**config.mk**
```make
export PLATFORM = sky130hd
export DESIGN_NAME = cache_data_array
export DESIGN_NICKNAME = d
export VERILOG_FILES = /design/src/verilog/cache_pkg.sv /design/src/verilog/cache_data_array.sv
export VERILOG_INCLUDE_DIRS = /design/src /design/src/verilog
export SDC_FILE = /design/constraint.sdc
export NUM_CORES = 2
export LEC_CHECK = 0
export BUFFER_PORTS_ARGS = -buffer_cell sky130_fd_sc_hd__buf_2
export CORE_ASPECT_RATIO = 1.2
export CORE_MARGIN = 10
export CORE_UTILIZATION = 45
export DETAILED_ROUTE_END_ITERATION = 12
export PLACE_DENSITY = 0.69
export SYNTH_ARGS = -nofsm -noshare
export SYNTH_HDL_FRONTEND = slang
export SYNTH_SLANG_ARGS = --single-unit
```
**constraint.sdc**
```tcl
create_clock -name clk -period 6.54 [get_ports clk]
set_input_delay 1.308 -clock clk [delete_from_list [all_inputs] [get_ports clk]]
set_output_delay 1.308 -clock clk [all_outputs]
set_load 0.005 [all_outputs]
```
**src/verilog/cache_config.svh**
```systemverilog
`ifndef CACHE_CONFIG_SVH
`define CACHE_CONFIG_SVH

// byte address and data word widths
`define CACHE_ADDR_W 32
`define CACHE_WORD_W 32

// cache geometry
// direct mapped, so one line per set
`define CACHE_LINE_WORDS 4
`define CACHE_NUM_SETS 16

// backing store size in lines
`define CACHE_MEM_LINES 256

// cycles between the memory taking a request and finishing it
`define CACHE_MEM_LATENCY 4

`endif

```
**src/verilog/cache_pkg.sv**
```systemverilog
`include "cache_config.svh"

`default_nettype none

package cache_pkg;

  // field widths derived from the geometry
  localparam int ADDR_W = `CACHE_ADDR_W;
  localparam int WORD_W = `CACHE_WORD_W;
  localparam int BYTE_W = $clog2(`CACHE_WORD_W / 8);
  localparam int OFFSET_W = $clog2(`CACHE_LINE_WORDS);
  localparam int INDEX_W = $clog2(`CACHE_NUM_SETS);
  localparam int TAG_W = ADDR_W - INDEX_W - OFFSET_W - BYTE_W;
  localparam int LINE_ADDR_W = TAG_W + INDEX_W;

  typedef logic [ADDR_W-1:0] addr_t;
  typedef logic [WORD_W-1:0] word_t;
  // word 0 sits in the low bits of the line
  typedef logic [`CACHE_LINE_WORDS-1:0][WORD_W-1:0] line_t;
  typedef logic [OFFSET_W-1:0] offset_t;
  typedef logic [INDEX_W-1:0] index_t;
  typedef logic [TAG_W-1:0] tag_t;
  // tag and index joined, i.e. the byte address without offset bits
  typedef logic [LINE_ADDR_W-1:0] line_addr_t;

  // one tag array entry
  typedef struct packed {
    tag_t tag;
    logic valid;
    logic dirty;
  } tag_entry_t;

  // client word request
  typedef struct packed {
    addr_t addr;
    logic write;
    word_t wdata;
  } cache_req_t;

  // line request towards the backing store
  typedef struct packed {
    line_addr_t line_addr;
    logic write;
    line_t wline;
  } mem_req_t;

  typedef enum logic [1:0] {
    st_idle,
    st_compare,
    st_write_back,
    st_allocate
  } ctrl_state_t;

endpackage

`default_nettype wire

```
**src/verilog/cache_data_array.sv**
```systemverilog
`include "cache_config.svh"

`default_nettype none

module cache_data_array (
  input  logic                clk,
  input  cache_pkg::index_t   index,
  input  cache_pkg::offset_t  offset,
  input  logic                we,
  input  logic                merge,
  input  cache_pkg::line_t    wline,
  input  cache_pkg::word_t    wword,
  output cache_pkg::line_t    line,
  output cache_pkg::word_t    word
);

  // one line per set
  cache_pkg::line_t lines [`CACHE_NUM_SETS];

  // whole line goes to write-back, selected word to the client
  assign line = lines[index];
  assign word = line[offset];

  always_ff @(posedge clk) begin
    if (we) begin
      if (merge) begin
        // write hit touches only the addressed word
        lines[index][offset] <= wword;
      end else begin
        // refill
        lines[index] <= wline;
      end
    end
  end

endmodule

`default_nettype wire

```
==> impl_metrics.ini <==
[pwr]
power_density_nw_per_um2 = 304
design_power_total_mw = 27.5
vdd_drop_max_v = 0.000255
leakagePower_nw = 28.9

[die]
io_pins = 329
initial_util_pct = 45.2
std_cell_rows = 168
die_y_um = 478
core_um2 = 174000
die_area_um2 = 192000
die_width_um = 402

[route]
finalWirelength_um = 235000
drtIter0Drc = 5786
first_pass_iters = 6
antenna_left = 0
via_count = 42117
route.detailed.vias_per_inst = 6.31
remaining_drc_errors = 0
wl_per_cell_um = 35.3

[layout]
top_register = lines
final_layout_size_suffix_gt1_share_pct = 30.6
layoutNonFillerInstCount = 6670
layout.cells.most_common = sky130_fd_sc_hd__edfxtp_1
most-common-layout-cells = sky130_fd_sc_hd__edfxtp_1 (2048), sky130_fd_sc_hd__mux4_2 (512), sky130_fd_sc_hd__nand2_1 (437), sky130_fd_sc_hd__buf_2 (326), sky130_fd_sc_hd__a22oi_1 (256)
largest_reg_flops = 2048
layout_top_registers = lines x2048
stdcell_area_um2 = 90700
area_growth_syn_to_layout_pct = 15.0
nNetsFinal = 4364
final_core_utilization_pct = 52.0

[global_route]
grt_util_met2_pct = 35.2
antenna_found_initial = 39
grt_start_max_net_pins = 82
global_route.peak_usage_layer = met2
use_met3_pct = 9.93
number_of_global_route_vias_before_repair = 41474
globalRouteOverflowTotal = 0
groute.usage.overall_pct = 24.2
grt_pass1_wl_um = 328000
groute.layer.met1.usage_pct = 33.0

[synth]
synth_top_family_by_area = multiplexers
synth-simple-area-share_pct = 2.82
ys_seq_area_share_pct = 78.0
postSynthAreaPerCell_um2 = 21.3
synth-compound-area-share_pct = 3.25
synth-seq-cells = 2048
synthesis.area_um2 = 78800
synth_nets = 3874
synth_cells = 3705
yosys.cell_types.count = 18
yosys_warnings = 0
post_synth_xor_area_fraction_pct = 0
post_synth_fa_ha_maj_area_fraction_pct = 0
synthMuxAreaShare_pct = 14.6

[timing]
slew_violations = 0
fin_hold_ws_ns = 1.11
maxClockFrequency_ghz = 0.174
timing.final.crit_share_pct = 88.1
rsz0062_at_grt = no
tightestPinTransition_ns = 1.44
period_needed_ns = 5.76
finalWorstSetupSlack_ns = 0.779
worst_slew_margin_rel_pct = 4.10
fin_setup_tns_ns = 0
finalSetupViolCount = 0
timing.final.hold_violations = 0

[run]
maxCapViolCount = 0

[clock_network]
h-tree-depth = 4
postCtsResizedCells = 0
ctsHoldBuffers = 0
clock_tree_from_tritoncts = done
root_buffer = sky130_fd_sc_hd__clkbuf_16
cts_sinks = 2048
cts-root-to-sink-buffers = 3
post_cts_buffers = 0
path_clk_slew_ns = 0.06
cts_buffer_count = 196

[critical_path]
path_delay_family = buffers and inverters
timing.critical_path.cells = buf_8 > buf_12 > mux4_2 > a22oi_1 > a21oi_1 > or4_1 > buf_2
worstSetupPathType = in2out
critical_path.max_stage_delay_ns = 0.75
worst_path_buf_inv = 3
critPathLaunchType = input port
cp_slowest_cell = sky130_fd_sc_hd__or4_1
critPathCaptureType = primary output
critPathRequiredTime_ns = 5.23
critical_path_arrival_ns = 4.45
path_max_fanout = 49

[outcome]
run_status = complete, no violations

[place]
place.detailed.instances = 6292
place.gp.congestion = 0.870
dpl-instance-area_um2 = 84600
place.detailed.hpwl_um = 151000
placement.setup.worst_slack_ns = 0.819
numPortBuffers = 328

[min_path]
hp-class = in2reg
==> cells by family (layout without fill, tap and decap cells) <==
group | count (synthesis) | after routing
flops | 2048 | 2048
simple gates | 550 | 550
mux | 512 | 512
compound gates | 384 | 384
buf+inv | 211 | 863
other cells | 0 | 18
==> worst min-delay path: cells and delay by family <==
kind	cells	cell delay (ns)
buffers and inverters	1	0.08
AND/OR/NAND/NOR	2	0.35
==> final cells by class <==
type	instances	area, um^2
Sequential cell	2048	61500
Fill cell	13514	83800
Clock buffer	257	5150
Clock inverter	103	813
Antenna cell	18	45.0
Tap cell	2295	2870
Multi-Input combinational cell	1446	16800
Timing Repair Buffer	503	3450
==> synthesized netlist by cell type, drive strengths merged <==
cell type	number	share of area, %
nand2b	3	0.024
nor3	4	0.025
or2	2	0.016
nand3	3	0.019
a21oi	128	0.81
buf	90	0.68
or4	32	0.30
nor2b	5	0.040
nor2	62	0.30
clkbuf	121	0.58
edfxtp	2048	78
and2	1	0.0079
a22oi	256	2.4
nand2	438	2.1
mux4	512	15
==> worst paths after layout <==
check	startpoint	endpoint	slack [ns]	cells past startpoint
max	index[0]	word[29]	0.78	7
min	wline[118]	lines[4][118]$_DFFE_PP_	1.11	3
==> routing by layer <==
metal  vias to the layer above  part of all wire [%]
li1                      16493                     -
met1                     22221                    37
met2                      3010                    45
met3                       361                    15
met4                        32                   3.2
met5                         -                 0.090
==> report_power, final <==
part	switching, mW	internal, mW
clock network	4.85	5.87
logic	1.37	0.637
registers	0.0444	14.8
total	6.26	21.3
Note: power is estimated with default switching activity, not from simulation.
