**src/verilog/cache_config.svh**
```systemverilog
`ifndef CACHE_CONFIG_SVH
`define CACHE_CONFIG_SVH

// byte address and data word widths
`define CACHE_ADDR_W 32
`define CACHE_WORD_W 32

// cache geometry
// direct mapped, so one line per set
`define CACHE_LINE_WORDS 4
`define CACHE_NUM_SETS 16

// backing store size in lines
`define CACHE_MEM_LINES 256

// cycles between the memory taking a request and finishing it
`define CACHE_MEM_LATENCY 4

`endif

```
**src/verilog/cache_pkg.sv**
```systemverilog
`include "cache_config.svh"

`default_nettype none

package cache_pkg;

  // field widths derived from the geometry
  localparam int ADDR_W = `CACHE_ADDR_W;
  localparam int WORD_W = `CACHE_WORD_W;
  localparam int BYTE_W = $clog2(`CACHE_WORD_W / 8);
  localparam int OFFSET_W = $clog2(`CACHE_LINE_WORDS);
  localparam int INDEX_W = $clog2(`CACHE_NUM_SETS);
  localparam int TAG_W = ADDR_W - INDEX_W - OFFSET_W - BYTE_W;
  localparam int LINE_ADDR_W = TAG_W + INDEX_W;

  typedef logic [ADDR_W-1:0] addr_t;
  typedef logic [WORD_W-1:0] word_t;
  // word 0 sits in the low bits of the line
  typedef logic [`CACHE_LINE_WORDS-1:0][WORD_W-1:0] line_t;
  typedef logic [OFFSET_W-1:0] offset_t;
  typedef logic [INDEX_W-1:0] index_t;
  typedef logic [TAG_W-1:0] tag_t;
  // tag and index joined, i.e. the byte address without offset bits
  typedef logic [LINE_ADDR_W-1:0] line_addr_t;

  // one tag array entry
  typedef struct packed {
    tag_t tag;
    logic valid;
    logic dirty;
  } tag_entry_t;

  // client word request
  typedef struct packed {
    addr_t addr;
    logic write;
    word_t wdata;
  } cache_req_t;

  // line request towards the backing store
  typedef struct packed {
    line_addr_t line_addr;
    logic write;
    line_t wline;
  } mem_req_t;

  typedef enum logic [1:0] {
    st_idle,
    st_compare,
    st_write_back,
    st_allocate
  } ctrl_state_t;

endpackage

`default_nettype wire

```
**src/verilog/cache_tag_array.sv**
```systemverilog
`include "cache_config.svh"

`default_nettype none

module cache_tag_array (
  input  logic                   clk,
  input  logic                   reset,
  input  cache_pkg::index_t      index,
  input  cache_pkg::tag_t        lookup_tag,
  input  logic                   we,
  input  cache_pkg::tag_entry_t  wentry,
  output logic                   hit,
  output cache_pkg::tag_entry_t  entry
);

  // one entry per set
  cache_pkg::tag_entry_t entries [`CACHE_NUM_SETS];

  // combinational lookup
  assign entry = entries[index];

  // match only counts on a valid line
  assign hit = entry.valid && (entry.tag == lookup_tag);

  always_ff @(posedge clk) begin
    if (reset) begin
      // all lines start invalid and clean
      for (int i = 0; i < `CACHE_NUM_SETS; i++) begin
        entries[i].valid <= 1'b0;
        entries[i].dirty <= 1'b0;
      end
    end else if (we) begin
      entries[index] <= wentry;
    end
  end

endmodule

`default_nettype wire

```
**config.mk**
```make
export PLATFORM = sky130hd
export DESIGN_NAME = cache_tag_array
export DESIGN_NICKNAME = d
export VERILOG_FILES = /design/src/verilog/cache_pkg.sv /design/src/verilog/cache_tag_array.sv
export VERILOG_INCLUDE_DIRS = /design/src /design/src/verilog
export SDC_FILE = /design/constraint.sdc
export NUM_CORES = 1
export LEC_CHECK = 0
export BUFFER_PORTS_ARGS = -buffer_cell sky130_fd_sc_hd__buf_2
export CORE_AREA = 2 2 199 298
export CTS_CLUSTER_DIAMETER = 40
export DETAILED_ROUTE_END_ITERATION = 8
export DIE_AREA = 0 0 201 300
export GPL_ROUTABILITY_DRIVEN = 0
export GPL_TIMING_DRIVEN = 0
export SLEW_MARGIN = 20
export SYNTH_ARGS = -nofsm -noshare
export SYNTH_HDL_FRONTEND = slang
export SYNTH_SLANG_ARGS = --single-unit
```
**constraint.sdc**
```tcl
create_clock -name clk -period 8.05 [get_ports clk]
set_clock_uncertainty 0.2 [all_clocks]
set_input_delay 0 -clock clk [delete_from_list [all_inputs] [get_ports clk]]
set_output_delay 0 -clock clk [all_outputs]
set_load 0.05 [all_outputs]
```
==> results.sh <==
export IMPL_status="finished, final reports clean"
export IMPL_report_power_total_uw=4690
export IMPL_grt_pass1_vias=9343
export IMPL_vias=9005
export IMPL_dieHeight_um=300
export IMPL_core_um2=57700
export IMPL_numCtsBuffers=40
export IMPL_largest_reg_flops=416
export IMPL_placed_cell_area_um2=19200
export IMPL_p_int_uw=3600
export IMPL_cp_cell_sequence="mux4_1 -> mux4_2 -> xnor2_1 -> o31ai_1 -> nor4_1 -> o2111a_1 -> buf_2"
export IMPL_met1_usage_pct=18.8
export IMPL_tightestPinTransition_ns=1.16
export IMPL_hold_class="in2reg"
export IMPL_drtAntennaViolNets=0
export IMPL_yosysWarnings=0
export IMPL_setup_viol=0
export IMPL_clkSinkCount=416
export IMPL_slowest_delay_ns=0.57
export IMPL_cts_tree="yes"
export IMPL_ir_worst_vdd_mv=0.117
export IMPL_grt_setup_unrepaired="no"
export IMPL_synthDistinctLibCells=47
export IMPL_syn_num_nets=881
export IMPL_grt_max_degree=17
export IMPL_cts_setup_buffers=0
export IMPL_viasPerCell=4.98
export IMPL_postCtsResizedCells=0
export IMPL_hold_ws_ns=0.183
export IMPL_postSynthCellCount=824
export IMPL_grt_pass1_wl_um=67400
export IMPL_grtUsageTotal_pct=15.7
export IMPL_max_slew_margin_pct=23.0
export IMPL_p_switching_uw=1080
export IMPL_io_pins=84
export IMPL_initial_utilization_pct=29.7
export IMPL_cp_data_arrival_time_ns=3.72
export IMPL_wl_per_cell_um=26.4
export IMPL_globalRouteMet3Util_pct=2.21
export IMPL_antenna_found_initial=3
export IMPL_period_share_pct=48.7
export IMPL_tns_ns=0
export IMPL_required_ns=7.85
export IMPL_clkSlewWorstSetupHoldPaths_ns=0.07
export IMPL_dp_hpwl_um=32900
export IMPL_drcViolationCount=0
export IMPL_clockRootBuffer="clkbuf_16"
export IMPL_dr_pass1_iters=5
export IMPL_fin_crit_ns=3.92
export IMPL_cts_max_level=2
export IMPL_core_rowCount=108
export IMPL_syn_avg_cell_area_um2=20.8
export IMPL_synth_edf_count=416
export IMPL_io_buffer_count=80
export IMPL_maxCapViolCount=0
export IMPL_cts_hold_buffers=27
export IMPL_synth_area_um2=17100
export IMPL_ys_ff_latch=416
export IMPL_stdcell_area_um2=20700
export IMPL_max_freq_mhz=255
export IMPL_top_register="entries"
export IMPL_hold_viol=0
export IMPL_worstSetupEndpointType="output pin"
export IMPL_fin_nets=1064
export IMPL_die_area_um2=60300
export IMPL_p_per_area_nw_per_um2=226
export IMPL_critPathLaunchType="flop"
export IMPL_drive_gt1_share_pct=32.4
export IMPL_finalMaxSlewViolations=0
export IMPL_cp_slowest_cell="nor4_1"
export IMPL_power_leakage_uw=0.00684
export IMPL_synthArstFlopShare_pct=0
export IMPL_drt_initial_drc_count=915
export IMPL_clockBufferDepth=3
export IMPL_power_frac_comb_pct=8.6
export IMPL_synth_seq_area_share_pct=72.9
export IMPL_swShare_pct=23.1
export IMPL_use_met2_pct=28.7
export IMPL_die_w_um=201
export IMPL_fillCellCount=5337
export IMPL_crit_type="reg2out"
export IMPL_path_max_fanout=2
export IMPL_busiest_layer="met2"
export IMPL_area_growth_pct=20.8
export IMPL_wirelength_um=47700
export IMPL_pwr_share_seq_pct=51.7
export IMPL_synth_flop_cell="edfxtp_1"
export IMPL_top_regs="entries x416"
export IMPL_grt_remaining_overflow=0
export IMPL_clockPowerShare_pct=39.7
synth_stat cells, drive strengths merged (4+ instances only):
| cell | instances | area, um2 |
|---|---|---|
| edfxtp | 416 | 12500 |
| buf | 31 | 249 |
| nand2 | 14 | 52.6 |
| nor3 | 6 | 30.0 |
| clkbuf | 10 | 37.5 |
| o21ai | 9 | 45.0 |
| inv | 7 | 26.3 |
| o31ai | 5 | 37.5 |
| a21oi | 8 | 40.0 |
| nor2b | 7 | 43.8 |
| xor2 | 18 | 158 |
| and3 | 4 | 25.0 |
| or2 | 16 | 100 |
| and2 | 32 | 200 |
| a22o | 5 | 43.8 |
| xnor2 | 11 | 104 |
| mux2i | 50 | 500 |
| nor2 | 24 | 90.1 |
| mux4 | 109 | 2500 |
| mux2 | 10 | 113 |
area by class of cell:
type | instances | area (um2) | share of cell area, %
diodes | 2 | 5.00 | 0.0242
plain buffers | 41 | 288 | 1.39
clock buffers | 47 | 1050 | 5.07
clock inverters | 24 | 221 | 1.07
inverters | 7 | 26.3 | 0.127
multi-input cells | 360 | 4440 | 21.4
flip-flops and latches | 416 | 12500 | 60.4
well taps | 770 | 963 | 4.66
repair buffers | 141 | 1210 | 5.86
layout by cell type (no fill, tap or decap), types with 13 or more instances in the layout:
| cell | instances |
|---|---|
| edfxtp_1 | 416 |
| mux4_2 | 96 |
| buf_2 | 91 |
| mux2i_1 | 50 |
| clkbuf_16 | 41 |
| and2_1 | 32 |
| dlygate4sd3_1 | 27 |
| xor2_1 | 18 |
| buf_4 | 17 |
| clkbuf_1 | 16 |
| or2_2 | 16 |
| nand2_1 | 14 |
| mux4_1 | 13 |
path summary, 6_finish.rpt:
kind	start	to	cells after the start
hold / removal	wentry[0]	entries[15][0]	3
setup / recovery	entries[5][6]	hit	7
power groups by stage:
| stage | Clock, uW | Sequential (uW) | Combinational, uW |
|---|---|---|---|
| 6_report | 1860 | 2420 | 404 |
| 5_1_grt | 1970 | 2420 | 425 |
| 4_1_cts | 1890 | 2420 | 411 |
| 3_5_place_dp | 0 | 2470 | 398 |
| 3_3_place_gp | 0 | 2470 | 382 |
| 2_1_floorplan | 0 | 2470 | 238 |
worst max-delay path: cells and delay by family, from the launching register on:
kind | cells | cell delay [ns]
DFF | 1 | 0.37
buffers and inverters | 1 | 0.29
AOI/OAI and AO/OA | 2 | 0.51
xor gates and xnor gates | 1 | 0.44
and+or+nand+nor | 1 | 0.57
muxes | 2 | 1.01
per-layer routing:
layer	part of all wire (%)	wire length (um)
met5	0.046	22
met4	2.9	1400
met3	5.2	2470
met2	53	25400
met1	39	18400
cells by family (layout without fill, tap and decap cells):
group	after synthesis	after routing	synth area share (%)
AOI/OAI and AO/OA	44	44	1.83
buffers and inverters	48	260	1.83
and+or+nand+nor	118	118	3.72
other	0	2	0
DFF	416	416	72.9
xor gates and xnor gates	29	29	1.53
muxes	169	169	18.2
per-stage QoR:
| stage | util [%] | worst slack, ns | instances |
|---|---|---|---|
| floorplan | - | 4.22 | 824 |
| global placement | 32.1 | 0.220 | 1674 |
| detailed placement | 33.2 | 3.81 | 1708 |
| CTS | 35.9 | 4.04 | 1806 |
| global route | 35.9 | 3.97 | 1807 |
| finish | 35.9 | 4.13 | 1808 |
(Power assumes the default switching activity.)
