[src/verilog/cache_config.svh]
`ifndef CACHE_CONFIG_SVH
`define CACHE_CONFIG_SVH

// byte address and data word widths
`define CACHE_ADDR_W 32
`define CACHE_WORD_W 32

// cache geometry
// direct mapped, so one line per set
`define CACHE_LINE_WORDS 4
`define CACHE_NUM_SETS 16

// backing store size in lines
`define CACHE_MEM_LINES 256

// cycles between the memory taking a request and finishing it
`define CACHE_MEM_LATENCY 4

`endif

[src/verilog/cache_pkg.sv]
`include "cache_config.svh"

`default_nettype none

package cache_pkg;

  // field widths derived from the geometry
  localparam int ADDR_W = `CACHE_ADDR_W;
  localparam int WORD_W = `CACHE_WORD_W;
  localparam int BYTE_W = $clog2(`CACHE_WORD_W / 8);
  localparam int OFFSET_W = $clog2(`CACHE_LINE_WORDS);
  localparam int INDEX_W = $clog2(`CACHE_NUM_SETS);
  localparam int TAG_W = ADDR_W - INDEX_W - OFFSET_W - BYTE_W;
  localparam int LINE_ADDR_W = TAG_W + INDEX_W;

  typedef logic [ADDR_W-1:0] addr_t;
  typedef logic [WORD_W-1:0] word_t;
  // word 0 sits in the low bits of the line
  typedef logic [`CACHE_LINE_WORDS-1:0][WORD_W-1:0] line_t;
  typedef logic [OFFSET_W-1:0] offset_t;
  typedef logic [INDEX_W-1:0] index_t;
  typedef logic [TAG_W-1:0] tag_t;
  // tag and index joined, i.e. the byte address without offset bits
  typedef logic [LINE_ADDR_W-1:0] line_addr_t;

  // one tag array entry
  typedef struct packed {
    tag_t tag;
    logic valid;
    logic dirty;
  } tag_entry_t;

  // client word request
  typedef struct packed {
    addr_t addr;
    logic write;
    word_t wdata;
  } cache_req_t;

  // line request towards the backing store
  typedef struct packed {
    line_addr_t line_addr;
    logic write;
    line_t wline;
  } mem_req_t;

  typedef enum logic [1:0] {
    st_idle,
    st_compare,
    st_write_back,
    st_allocate
  } ctrl_state_t;

endpackage

`default_nettype wire

[src/verilog/cache_ctrl.sv]
`default_nettype none

module cache_ctrl (
  input  logic                   clk,
  input  logic                   reset,
  input  logic                   req_valid,
  input  cache_pkg::cache_req_t  req,
  output logic                   ready,
  output logic                   resp_valid,
  output cache_pkg::word_t       rdata,
  output logic                   hit,
  output cache_pkg::index_t      index,
  output cache_pkg::offset_t     offset,
  input  logic                   tag_hit,
  input  cache_pkg::tag_entry_t  victim,
  input  cache_pkg::line_t       line,
  input  cache_pkg::word_t       word,
  output logic                   tag_we,
  output cache_pkg::tag_entry_t  tag_wentry,
  output logic                   data_we,
  output cache_pkg::line_t       data_wline,
  output cache_pkg::word_t       data_wword,
  output logic                   data_merge,
  output logic                   mem_valid,
  output cache_pkg::mem_req_t    mem_req,
  input  logic                   mem_ready,
  input  logic                   mem_done,
  input  cache_pkg::line_t       mem_rline
);

  cache_pkg::ctrl_state_t state;
  cache_pkg::ctrl_state_t state_next;
  cache_pkg::cache_req_t req_q;
  // set by the first failed compare, held until the next request
  logic missed;
  cache_pkg::tag_t req_tag;
  cache_pkg::line_addr_t fill_addr;
  cache_pkg::line_addr_t victim_addr;

  // address fields of the latched request
  assign req_tag = req_q.addr[cache_pkg::ADDR_W-1 -: cache_pkg::TAG_W];
  assign index = req_q.addr[cache_pkg::BYTE_W + cache_pkg::OFFSET_W +: cache_pkg::INDEX_W];
  assign offset = req_q.addr[cache_pkg::BYTE_W +: cache_pkg::OFFSET_W];

  // line being fetched and line being evicted
  assign fill_addr = {req_tag, index};
  assign victim_addr = {victim.tag, index};

  assign ready = (state == cache_pkg::st_idle);
  assign rdata = word;

  // a refill stores the fetched line whole, a write hit merges one word
  assign data_wline = mem_rline;
  assign data_wword = req_q.wdata;

  always_comb begin
    state_next = state;
    resp_valid = 1'b0;
    hit = 1'b0;
    // written tag is always the request tag, clean unless a write hit
    tag_we = 1'b0;
    tag_wentry.tag = req_tag;
    tag_wentry.valid = 1'b1;
    tag_wentry.dirty = 1'b0;
    data_we = 1'b0;
    data_merge = 1'b0;
    // refill read by default
    mem_valid = 1'b0;
    mem_req.line_addr = fill_addr;
    mem_req.write = 1'b0;
    mem_req.wline = line;
    case (state)
      cache_pkg::st_idle: begin
        if (req_valid) begin
          state_next = cache_pkg::st_compare;
        end
      end
      cache_pkg::st_compare: begin
        if (tag_hit) begin
          resp_valid = 1'b1;
          // a hit after refill still reports the original miss
          hit = !missed;
          if (req_q.write) begin
            tag_we = 1'b1;
            tag_wentry.dirty = 1'b1;
            data_we = 1'b1;
            data_merge = 1'b1;
          end
          state_next = cache_pkg::st_idle;
        end else if (mem_ready) begin
          mem_valid = 1'b1;
          if (victim.valid && victim.dirty) begin
            // evict the old line before fetching
            mem_req.line_addr = victim_addr;
            mem_req.write = 1'b1;
            state_next = cache_pkg::st_write_back;
          end else begin
            state_next = cache_pkg::st_allocate;
          end
        end
      end
      cache_pkg::st_write_back: begin
        // memory is idle again in its done cycle, start the refill there
        if (mem_done && mem_ready) begin
          mem_valid = 1'b1;
          state_next = cache_pkg::st_allocate;
        end
      end
      cache_pkg::st_allocate: begin
        if (mem_done) begin
          data_we = 1'b1;
          tag_we = 1'b1;
          state_next = cache_pkg::st_compare;
        end
      end
      default: begin
        state_next = cache_pkg::st_idle;
      end
    endcase
  end

  always_ff @(posedge clk) begin
    if (reset) begin
      state <= cache_pkg::st_idle;
      missed <= 1'b0;
    end else begin
      state <= state_next;
      if (ready && req_valid) begin
        missed <= 1'b0;
      end else if (state == cache_pkg::st_compare && !tag_hit) begin
        missed <= 1'b1;
      end
    end
  end

  // request held for the whole transaction
  always_ff @(posedge clk) begin
    if (ready && req_valid) begin
      req_q <= req;
    end
  end

endmodule

`default_nettype wire

[config.mk]
export PLATFORM = sky130hd
export DESIGN_NAME = cache_ctrl
export DESIGN_NICKNAME = d
export VERILOG_FILES = /design/src/verilog/cache_pkg.sv /design/src/verilog/cache_ctrl.sv
export VERILOG_INCLUDE_DIRS = /design/src /design/src/verilog
export SDC_FILE = /design/constraint.sdc
export NUM_CORES = 1
export LEC_CHECK = 0
export BUFFER_PORTS_ARGS = -buffer_cell sky130_fd_sc_hd__buf_4
export CAP_MARGIN = 20
export CORE_AREA = 2 2 297 299
export CTS_CLUSTER_SIZE = 14
export DETAILED_ROUTE_END_ITERATION = 8
export DIE_AREA = 0 0 299 301
export GPL_TIMING_DRIVEN = 0
export PLACE_DENSITY_LB_ADDON = 0.08
export SLEW_MARGIN = 20
export SYNTH_ARGS = -nofsm -noshare
export SYNTH_HDL_FRONTEND = slang
export SYNTH_SLANG_ARGS = --single-unit
[constraint.sdc]
create_clock -name clk -period 2.9 [get_ports clk]
set_clock_uncertainty 0.1 [all_clocks]
set_input_delay 0.145 -clock clk [delete_from_list [all_inputs] [get_ports clk]]
set_output_delay 0.145 -clock clk [all_outputs]
set_load 0.02 [all_outputs]
==> results of run 1 <==
synth_stat cells:
cell type	number	area, um^2
inv_1	5	18.8
a211o_1	1	8.76
mux2_2	5	56.3
and2_1	2	12.5
or2b_1	1	7.51
o21ai_0	2	10.0
and3_1	1	6.26
edfxtp_1	63	1890
nor3_1	1	5.00
buf_6	2	22.5
dfxtp_1	3	60.1
buf_4	357	2680
mux2_4	19	285
nor2b_4	1	13.8
nand4_4	1	21.3
a311o_1	1	10.0
ha_1	4	50.1
a21oi_1	4	20.0
conb_1	1	3.75
nor2_1	2	7.51
o22ai_1	1	6.26
nand2_1	4	15.0
a21o_1	1	7.51
nor2b_1	1	6.26
stage by stage:
| step | hold slack [ns] | area, um^2 | total power (W) | utilization [%] |
|---|---|---|---|---|
| floorplan | 0.114 | 5230 | 0.00211 | - |
| global placement | 0.224 | 10300 | 0.00290 | 11.9 |
| detailed placement | 0.224 | 10300 | 0.00288 | 11.9 |
| CTS | 0.0736 | 11300 | 0.00421 | 13.0 |
| global route | 0.103 | 11300 | 0.00429 | 13.0 |
| finish | 0.0962 | 11300 | 0.00407 | 13.0 |
cell usage in the layout (no fill, tap or decap), types with 2 or more instances in the layout:
cell type / n
a21oi_1: 4
buf_4: 838
buf_6: 2
clkbuf_16: 9
clkinvlp_4: 2
dfxtp_1: 3
diode_2: 7
dlygate4sd3_1: 65
edfxtp_1: 63
ha_1: 4
inv_1: 5
inv_6: 2
mux2_2: 5
mux2_4: 19
nand2_1: 4
nor2_1: 2
o21ai_0: 2
layer usage:
layer  vias to the layer above  track usage (%)  share of wire (%)
li1                       2320                -                  -
met1                      2171             7.50                 30
met2                       424             14.9                 52
met3                        51             5.60                 15
met4                        14             3.14                2.7
met5                         -                0               0.25
logic make-up (layout without fill, tap and decap cells):
family                     Yosys count  after routing
buffers and inverters              364            927
adders and majority gates            4              4
muxes                               24             24
other                                1              8
AOI/OAI and AO/OA                   10             10
DFF                                 66             66
and+or+nand+nor                     14             14
cell type report:
type / count / area (um^2)
antenna: 7 / 17.5
tap: 1155 / 1450
clock inverter: 7 / 75.1
inverter: 5 / 18.8
multi-input combinational: 53 / 556
buffer: 359 / 2700
timing repair buffer: 547 / 4290
fill: 9939 / 75200
sequential: 66 / 1950
clock buffer: 9 / 225
worst max-delay path by stage:
stage / from / to / slack (ns) / cells after the start
after floorplan: state[0]$_SDFFE_PP0P_ / data_wword[0]$_DFFE_PP_ / 0.14 / 3
after global placement: state[0]$_SDFFE_PP0P_ / tag_wentry[15]$_DFFE_PP_ / -1.27 / 3
after detailed placement: state[1]$_SDFFE_PP0P_ / mem_req[152] / 0.67 / 7
after CTS: state[1]$_SDFFE_PP0P_ / mem_req[152] / 0.25 / 7
after global routing: state[1]$_SDFFE_PP0P_ / mem_req[152] / 0.19 / 7
final: state[1]$_SDFFE_PP0P_ / mem_req[135] / 0.39 / 7
state kept, by name (all words and copies together), names as in the netlist:
register and cells:
index 4, data_wword 32, tag_wentry 24, req_q 1, missed 1, offset 2, state 2
critical path, stage by stage (launching register included):
cell and delay, ns:
dfxtp_1 0.34, inv_1 0.08, ha_1 0.22, nor2b_4 0.21
nand4_4 0.26, buf_6 0.27, mux2_4 0.34, buf_4 0.16
power groups by stage:
| stage | logic, W | registers (W) | clock network, W |
|---|---|---|---|
| final | 0.00172 | 0.00117 | 0.00117 |
| after global routing | 0.00183 | 0.00118 | 0.00127 |
| after CTS | 0.00177 | 0.00118 | 0.00127 |
| after detailed placement | 0.00169 | 0.00120 | 0 |
| after global placement | 0.00169 | 0.00121 | 0 |
| after floorplan | 0.000921 | 0.00118 | 0 |
==> metrics.csv, run 1 <==
stage;metric;value;unit
status;status;complete, no violations;
power;worst IR drop on VDD;0.270;mV
power;power per cell area;361;nW/um^2
power;P_leak;5.41;nW
critical_path;capturing point of the worst reg2reg path;tag_wentry[15]$_DFFE_PP_;
clock_tree;root buf cell;clkbuf_16;
critical_path;r2r startpoint;state[0]$_SDFFE_PP0P_;
clock_tree;H-tree levels;3;
clock_tree;post-CTS setup buffers;0;
die;Die Area;90000;um^2
placed_design;Detail Placement HPWL;37400;um
timing;max-slew violation count;0;
synth;Synth Area in XOR/XNOR;0;%
hold_path;Hold EP;state[1]$_SDFFE_PP0P_;
timing;fin crit share;86.7;%
hold_path;Hold Path Origin;mem_ready;
grt;largest net degree at the start of global routing;42;
die;I/O Pins;773;
placed_design;worst slack, placed;0.669;ns
power;cell internal pwr;0.00271;W
finish;Layout area overhead;116;%
grt;All-Layer GR Usage;8.37;%
die;Die Y;301;um
route;Avg Vias per Cell;2.26;
critical_path;Critical Path Sink Type;output port;
clock_tree;Clk Latency, worst-skew pair;0.35;ns
placed_design;RePlAce Congestion;0.831;
synth;simple-gate share of the synthesized area;1.82;%
finish;Layout Cells excl Fill;2208;
synth;largest family of logic cells by synthesized area;buffers and inverters;
clock_tree;count of hold-fix buffers inserted at cts;65;
hold_path;Hold Crit Depth;4;
finish;Nets;1430;
synth;register area share after synthesis;37.3;%
clock_tree;Clk pin slew, worst setup/hold paths;0.07;ns
timing;final hold viol count;0;
die;effective utilization at floorplan;6.04;%
power;clock share of power;28.9;%
route;Via Count;4980;
grt;initial antenna violation count;24;
route;first-pass detailed-route iteration total;4;
route;final WL;40500;um
critical_path;R2R Setup Slk;1.07;ns
timing;TNS Setup;0;ns
synth;post-synthesis adder-cell area fraction;0.958;%
clock_tree;CTS tree;yes;
grt;grt ovf;0;
synth;Syn Std Cell Area;5230;um^2
critical_path;Critical Path AT;2.27;ns
synth;mux share of post-synthesis cell area;6.54;%
synth;Cells after Synth;483;
clock_tree;clk sink count;66;
synth;synthesis-stage register bit count;66;
clock_tree;PostCTS Resize Cnt;0;
placed_design;Post-Place Cells;2120;
timing;# setup viols final;0;
route;Routed Antenna Nets;0;
grt;vias in the first global route;5393;
synth;Syn Nets;872;
clock_tree;CTS max path bufs;2;
critical_path;Worst Path Max Fanout;10;
route;DRC;0;
timing;fmax;0.398;GHz
die;Core Footprint;86500;um^2
finish;share of layout cells above drive strength 1;84.4;%
power;Sw Pwr;0.00136;W
critical_path;CP Class;reg -> out;
route;initial DRC count;104;
grt;first-pass GRT wire length;49700;um
route;drt wl/cell;18.4;um
clock_tree;CTS buffer count;9;
power;sw frac;33.3;%
die;FP Rows;108;
synth;post-synthesis compound-gate area fraction;1.20;%
synth;Synth cell types;24;
die;Die W;299;um
critical_path;Req. time, crit path;2.65;ns
placed_design;Port-buffer cells;481;
power;part of the power in registers;28.9;%
synth;Synthesis Warnings;0;
critical_path;R2R depth;4;
hold_path;HP Class;in -> reg;
synth;syn avg cell area;10.8;um^2
run;Max-Cap Viols;0;
timing;RSZ-0062 raised after global routing;no;
power;Comb pwr share;42.3;%
critical_path;Worst Setup Start Kind;register;
timing;final worst slack;0.386;ns
timing;Final min period;2.51;ns
(Power assumes the default switching activity.)
==> run 2: changes to the inputs <==
--- a/config.mk
+++ b/config.mk
@@ -6,12 +6,16 @@
 export SDC_FILE = /design/constraint.sdc
 export NUM_CORES = 1
 export LEC_CHECK = 0
+export ABC_AREA = 1
 export BUFFER_PORTS_ARGS = -buffer_cell sky130_fd_sc_hd__buf_4
 export CAP_MARGIN = 20
-export CORE_AREA = 2 2 297 299
+export CELL_PAD_IN_SITES_DETAIL_PLACEMENT = 1
+export CELL_PAD_IN_SITES_GLOBAL_PLACEMENT = 1
+export CORE_AREA = 2 2 302 304
+export CTS_BUF_LIST = sky130_fd_sc_hd__clkbuf_8
 export CTS_CLUSTER_SIZE = 14
 export DETAILED_ROUTE_END_ITERATION = 8
-export DIE_AREA = 0 0 299 301
+export DIE_AREA = 0 0 304 306
 export GPL_TIMING_DRIVEN = 0
 export PLACE_DENSITY_LB_ADDON = 0.08
 export SLEW_MARGIN = 20
==> run 2 against run 1 <==
Effect of this change: fmax fell by 2.3%; utilization shrank 0.57 points; critical path type unchanged; via count up 6.7%; die area up 3.4%; sequential share of layout area rose by 0.16 points; wire length rose by 1.8%; global-route usage about the same; sequential power grew 21%; final cell count up 3.9%.
==> metrics.csv, run 2 <==
stage;metric;value;unit
critical_path;capturing point of the worst reg2reg path;data_wword[11]$_DFFE_PP_;
critical_path;Worst Path Max Fanout;10;
grt;busiest layer in global routing;met2;
synth;largest family of logic cells by synthesized area;buffers and inverters;
clock_tree;H-tree levels;3;
die;effective utilization at floorplan;5.81;%
die;FP Rows;110;
die;Die W;304;um
synth;Synth top area share;51.5;%
synth;Cells after Synth;551;
grt;first-pass GRT wire length;52300;um
placed_design;Port-buffer cells;481;
synth;post-synthesis compound-gate area fraction;0.433;%
clock_tree;CTS buffer count;9;
route;Routed Antenna Nets;0;
timing;fmax;0.388;GHz
synth;EDFF count, synth;63;
synth;Main synth FF type;edfxtp_1;
finish;Layout area overhead;115;%
hold_path;HP Class;in -> reg;
finish;Largest register FFs;32;
clock_tree;root buf cell;clkbuf_8;
route;drt wl/cell;18.0;um
timing;max-slew violation count;0;
hold_path;Hold EP;state[1]$_SDFFE_PP0P_;
timing;RSZ-0062 raised after global routing;no;
finish;post-route cell area;11200;um^2
grt;largest net degree at the start of global routing;41;
finish;most frequent cells in the layout;buf_4 (838), nand2_1 (89), dlygate4sd3_1 (64);
synth;asr flop ratio synth;0;%
grt;met1 Track Usage GR;8.12;%
synth;list of most frequent post-synthesis cells;buf_4 (357), nand2_1 (89), edfxtp_1 (63), inv_1 (12), nor2_1 (6);
power;worst IR drop on VDD;0.225;mV
die;Die Y;306;um
critical_path;Req. time, crit path;2.65;ns
clock_tree;CTS tree;yes;
synth;Synthesis Warnings;0;
critical_path;Worst Setup Start Kind;register;
route;first-pass detailed-route iteration total;4;
critical_path;Critical Path Sink Type;output port;
grt;grt ovf;0;
timing;final hold viol count;0;
synth;post-synthesis adder-cell area fraction;0.962;%
synth;mux share of post-synthesis cell area;0;%
die;Die Area;93000;um^2
synth;simple-gate share of the synthesized area;7.82;%
clock_tree;CTS max path bufs;2;
placed_design;worst slack, placed;0.642;ns
die;I/O Pins;773;
run;Max-Cap Viols;0;
synth;most frequent cell after synthesis;buf_4;
status;status;complete, no violations;
finish;fillers;10633;
timing;fin crit share;88.8;%
grt;met2 usage;15.3;%
clock_tree;Clk pin slew, worst setup/hold paths;0.10;ns
clock_tree;clk sink count;66;
finish;Layout Cells excl Fill;2294;
finish;Nets;1498;
route;final WL;41300;um
hold_path;Hold Path Origin;mem_ready;
timing;# setup viols final;0;
finish;Multi-input gate area;483;um^2
power;power per cell area;459;nW/um^2
route;Avg Vias per Cell;2.32;
placed_design;Detail Placement HPWL;37700;um
synth;Yosys top cell by area;buf_4;
route;initial DRC count;93;
critical_path;Critical Path AT;2.33;ns
grt;GR met3 Demand/Resource;4.25;%
placed_design;RePlAce Congestion;0.807;
finish;most common cell after layout, fill and taps aside;buf_4;
synth;Syn Std Cell Area;5200;um^2
critical_path;R2R Setup Slk;1.10;ns
grt;vias in the first global route;5735;
clock_tree;Clk Latency, worst-skew pair;0.40;ns
timing;Final min period;2.57;ns
grt;initial antenna violation count;15;
die;Core Footprint;89600;um^2
synth;synth top area cells;buf_4 (52%), edfxtp_1 (36%), nand2_1 (6.4%);
synth;syn avg cell area;9.44;um^2
grt;All-Layer GR Usage;8.41;%
timing;final worst slack;0.326;ns
finish;post-layout util;12.5;%
critical_path;CP Class;reg -> out;
route;Via Count;5312;
critical_path;R2R depth;6;
placed_design;Post-Place Cells;2210;
synth;synthesis-stage register bit count;66;
power;P_leak;5.44;nW
placed_design;Area after DPL;10300;um^2
finish;share of layout cells above drive strength 1;77.5;%
hold_path;Hold Crit Depth;5;
synth;Syn Nets;940;
finish;register area;1950;um^2
route;DRC;0;
synth;Synth Area in XOR/XNOR;0;%
critical_path;r2r startpoint;state[0]$_SDFFE_PP0P_;
synth;Synth cell types;20;
synth;register area share after synthesis;37.5;%
run 2: cell count changes in the layout (fill, tap and decap cells not counted), sizes merged, moves of 3 or more:
| cell | change |
|---|---|
| nor2 | +5 |
| nand2 | +86 |
| clkinv | +3 |
| nand3 | +3 |
| inv | +8 |
| mux2 | -24 |
| diode | -3 |
| a21oi | -3 |
| buf | +3 |
run 2: metal layers:
metal | part of all wire [%] | wire length [um]
met5 | 0.19 | 79
met4 | 2.6 | 1090
met3 | 12 | 4800
met2 | 52 | 21500
met1 | 33 | 13800
run 2: cell families after synthesis:
logic type | count (synthesis)
simple gates | 101
buf+inv | 375
other cells | 1
compound gates | 4
flops | 66
fa+ha+maj | 4
run 2: what timing repair did:
item                                    4_1_cts  5_1_grt
endpoints found under the setup margin        0        0
hold endpoints to repair                     66        0
hold buffers                                 64        0
resized for setup                             0        0
setup buffers                                 0        0
run 2: cell type report:
type / count / area share (%)
Clock buffer: 9 / 1.11
Buffer: 361 / 24.3
Antenna cell: 4 / 0.0896
Timing Repair Buffer: 547 / 38.5
Sequential cell: 66 / 17.5
Multi-Input combinational cell: 110 / 4.32
Inverter: 14 / 0.504
Clock inverter: 7 / 0.605
Tap cell: 1176 / 13.2
run 2: how the worst max path moves through the flow:
stage / from / endpoint / slack, ns / cells after the start
after floorplan: state[0]$_SDFFE_PP0P_ / data_wword[0]$_DFFE_PP_ / 0.36 / 4
after global placement: state[0]$_SDFFE_PP0P_ / tag_wentry[22]$_DFFE_PP_ / -1.01 / 4
after detailed placement: state[1]$_SDFFE_PP0P_ / mem_req[136] / 0.64 / 10
after CTS: state[1]$_SDFFE_PP0P_ / mem_req[136] / 0.12 / 10
after global routing: state[1]$_SDFFE_PP0P_ / mem_req[136] / 0.01 / 10
final: state[1]$_SDFFE_PP0P_ / mem_req[136] / 0.33 / 10
run 2: report_power, final:
part | total, W | switching [W] | internal (W)
Clock | 0.000886 | 0.000489 | 0.000397
Combinational | 0.00283 | 0.00149 | 0.00134
Sequential | 0.00141 | 0.0000930 | 0.00132
run 2: through the flow:
step                hold slack (ns)  power (W)  setup TNS, ns
floorplan                     0.144    0.00295              0
global placement              0.223    0.00429         -63.16
detailed placement            0.224    0.00428              0
CTS                         0.00571    0.00532              0
global route                 0.0625    0.00548              0
finish                       0.0544    0.00513              0
run 2: critical path, stage by stage, from the launching register on:
cell      delay (ns)
dfxtp_1         0.36
inv_1           0.09
ha_1            0.21
nand2_2         0.11
nor2_4          0.12
nand3_4         0.18
clkinv_2        0.16
buf_6           0.18
nand2_1         0.07
nand2_1         0.22
buf_4           0.21
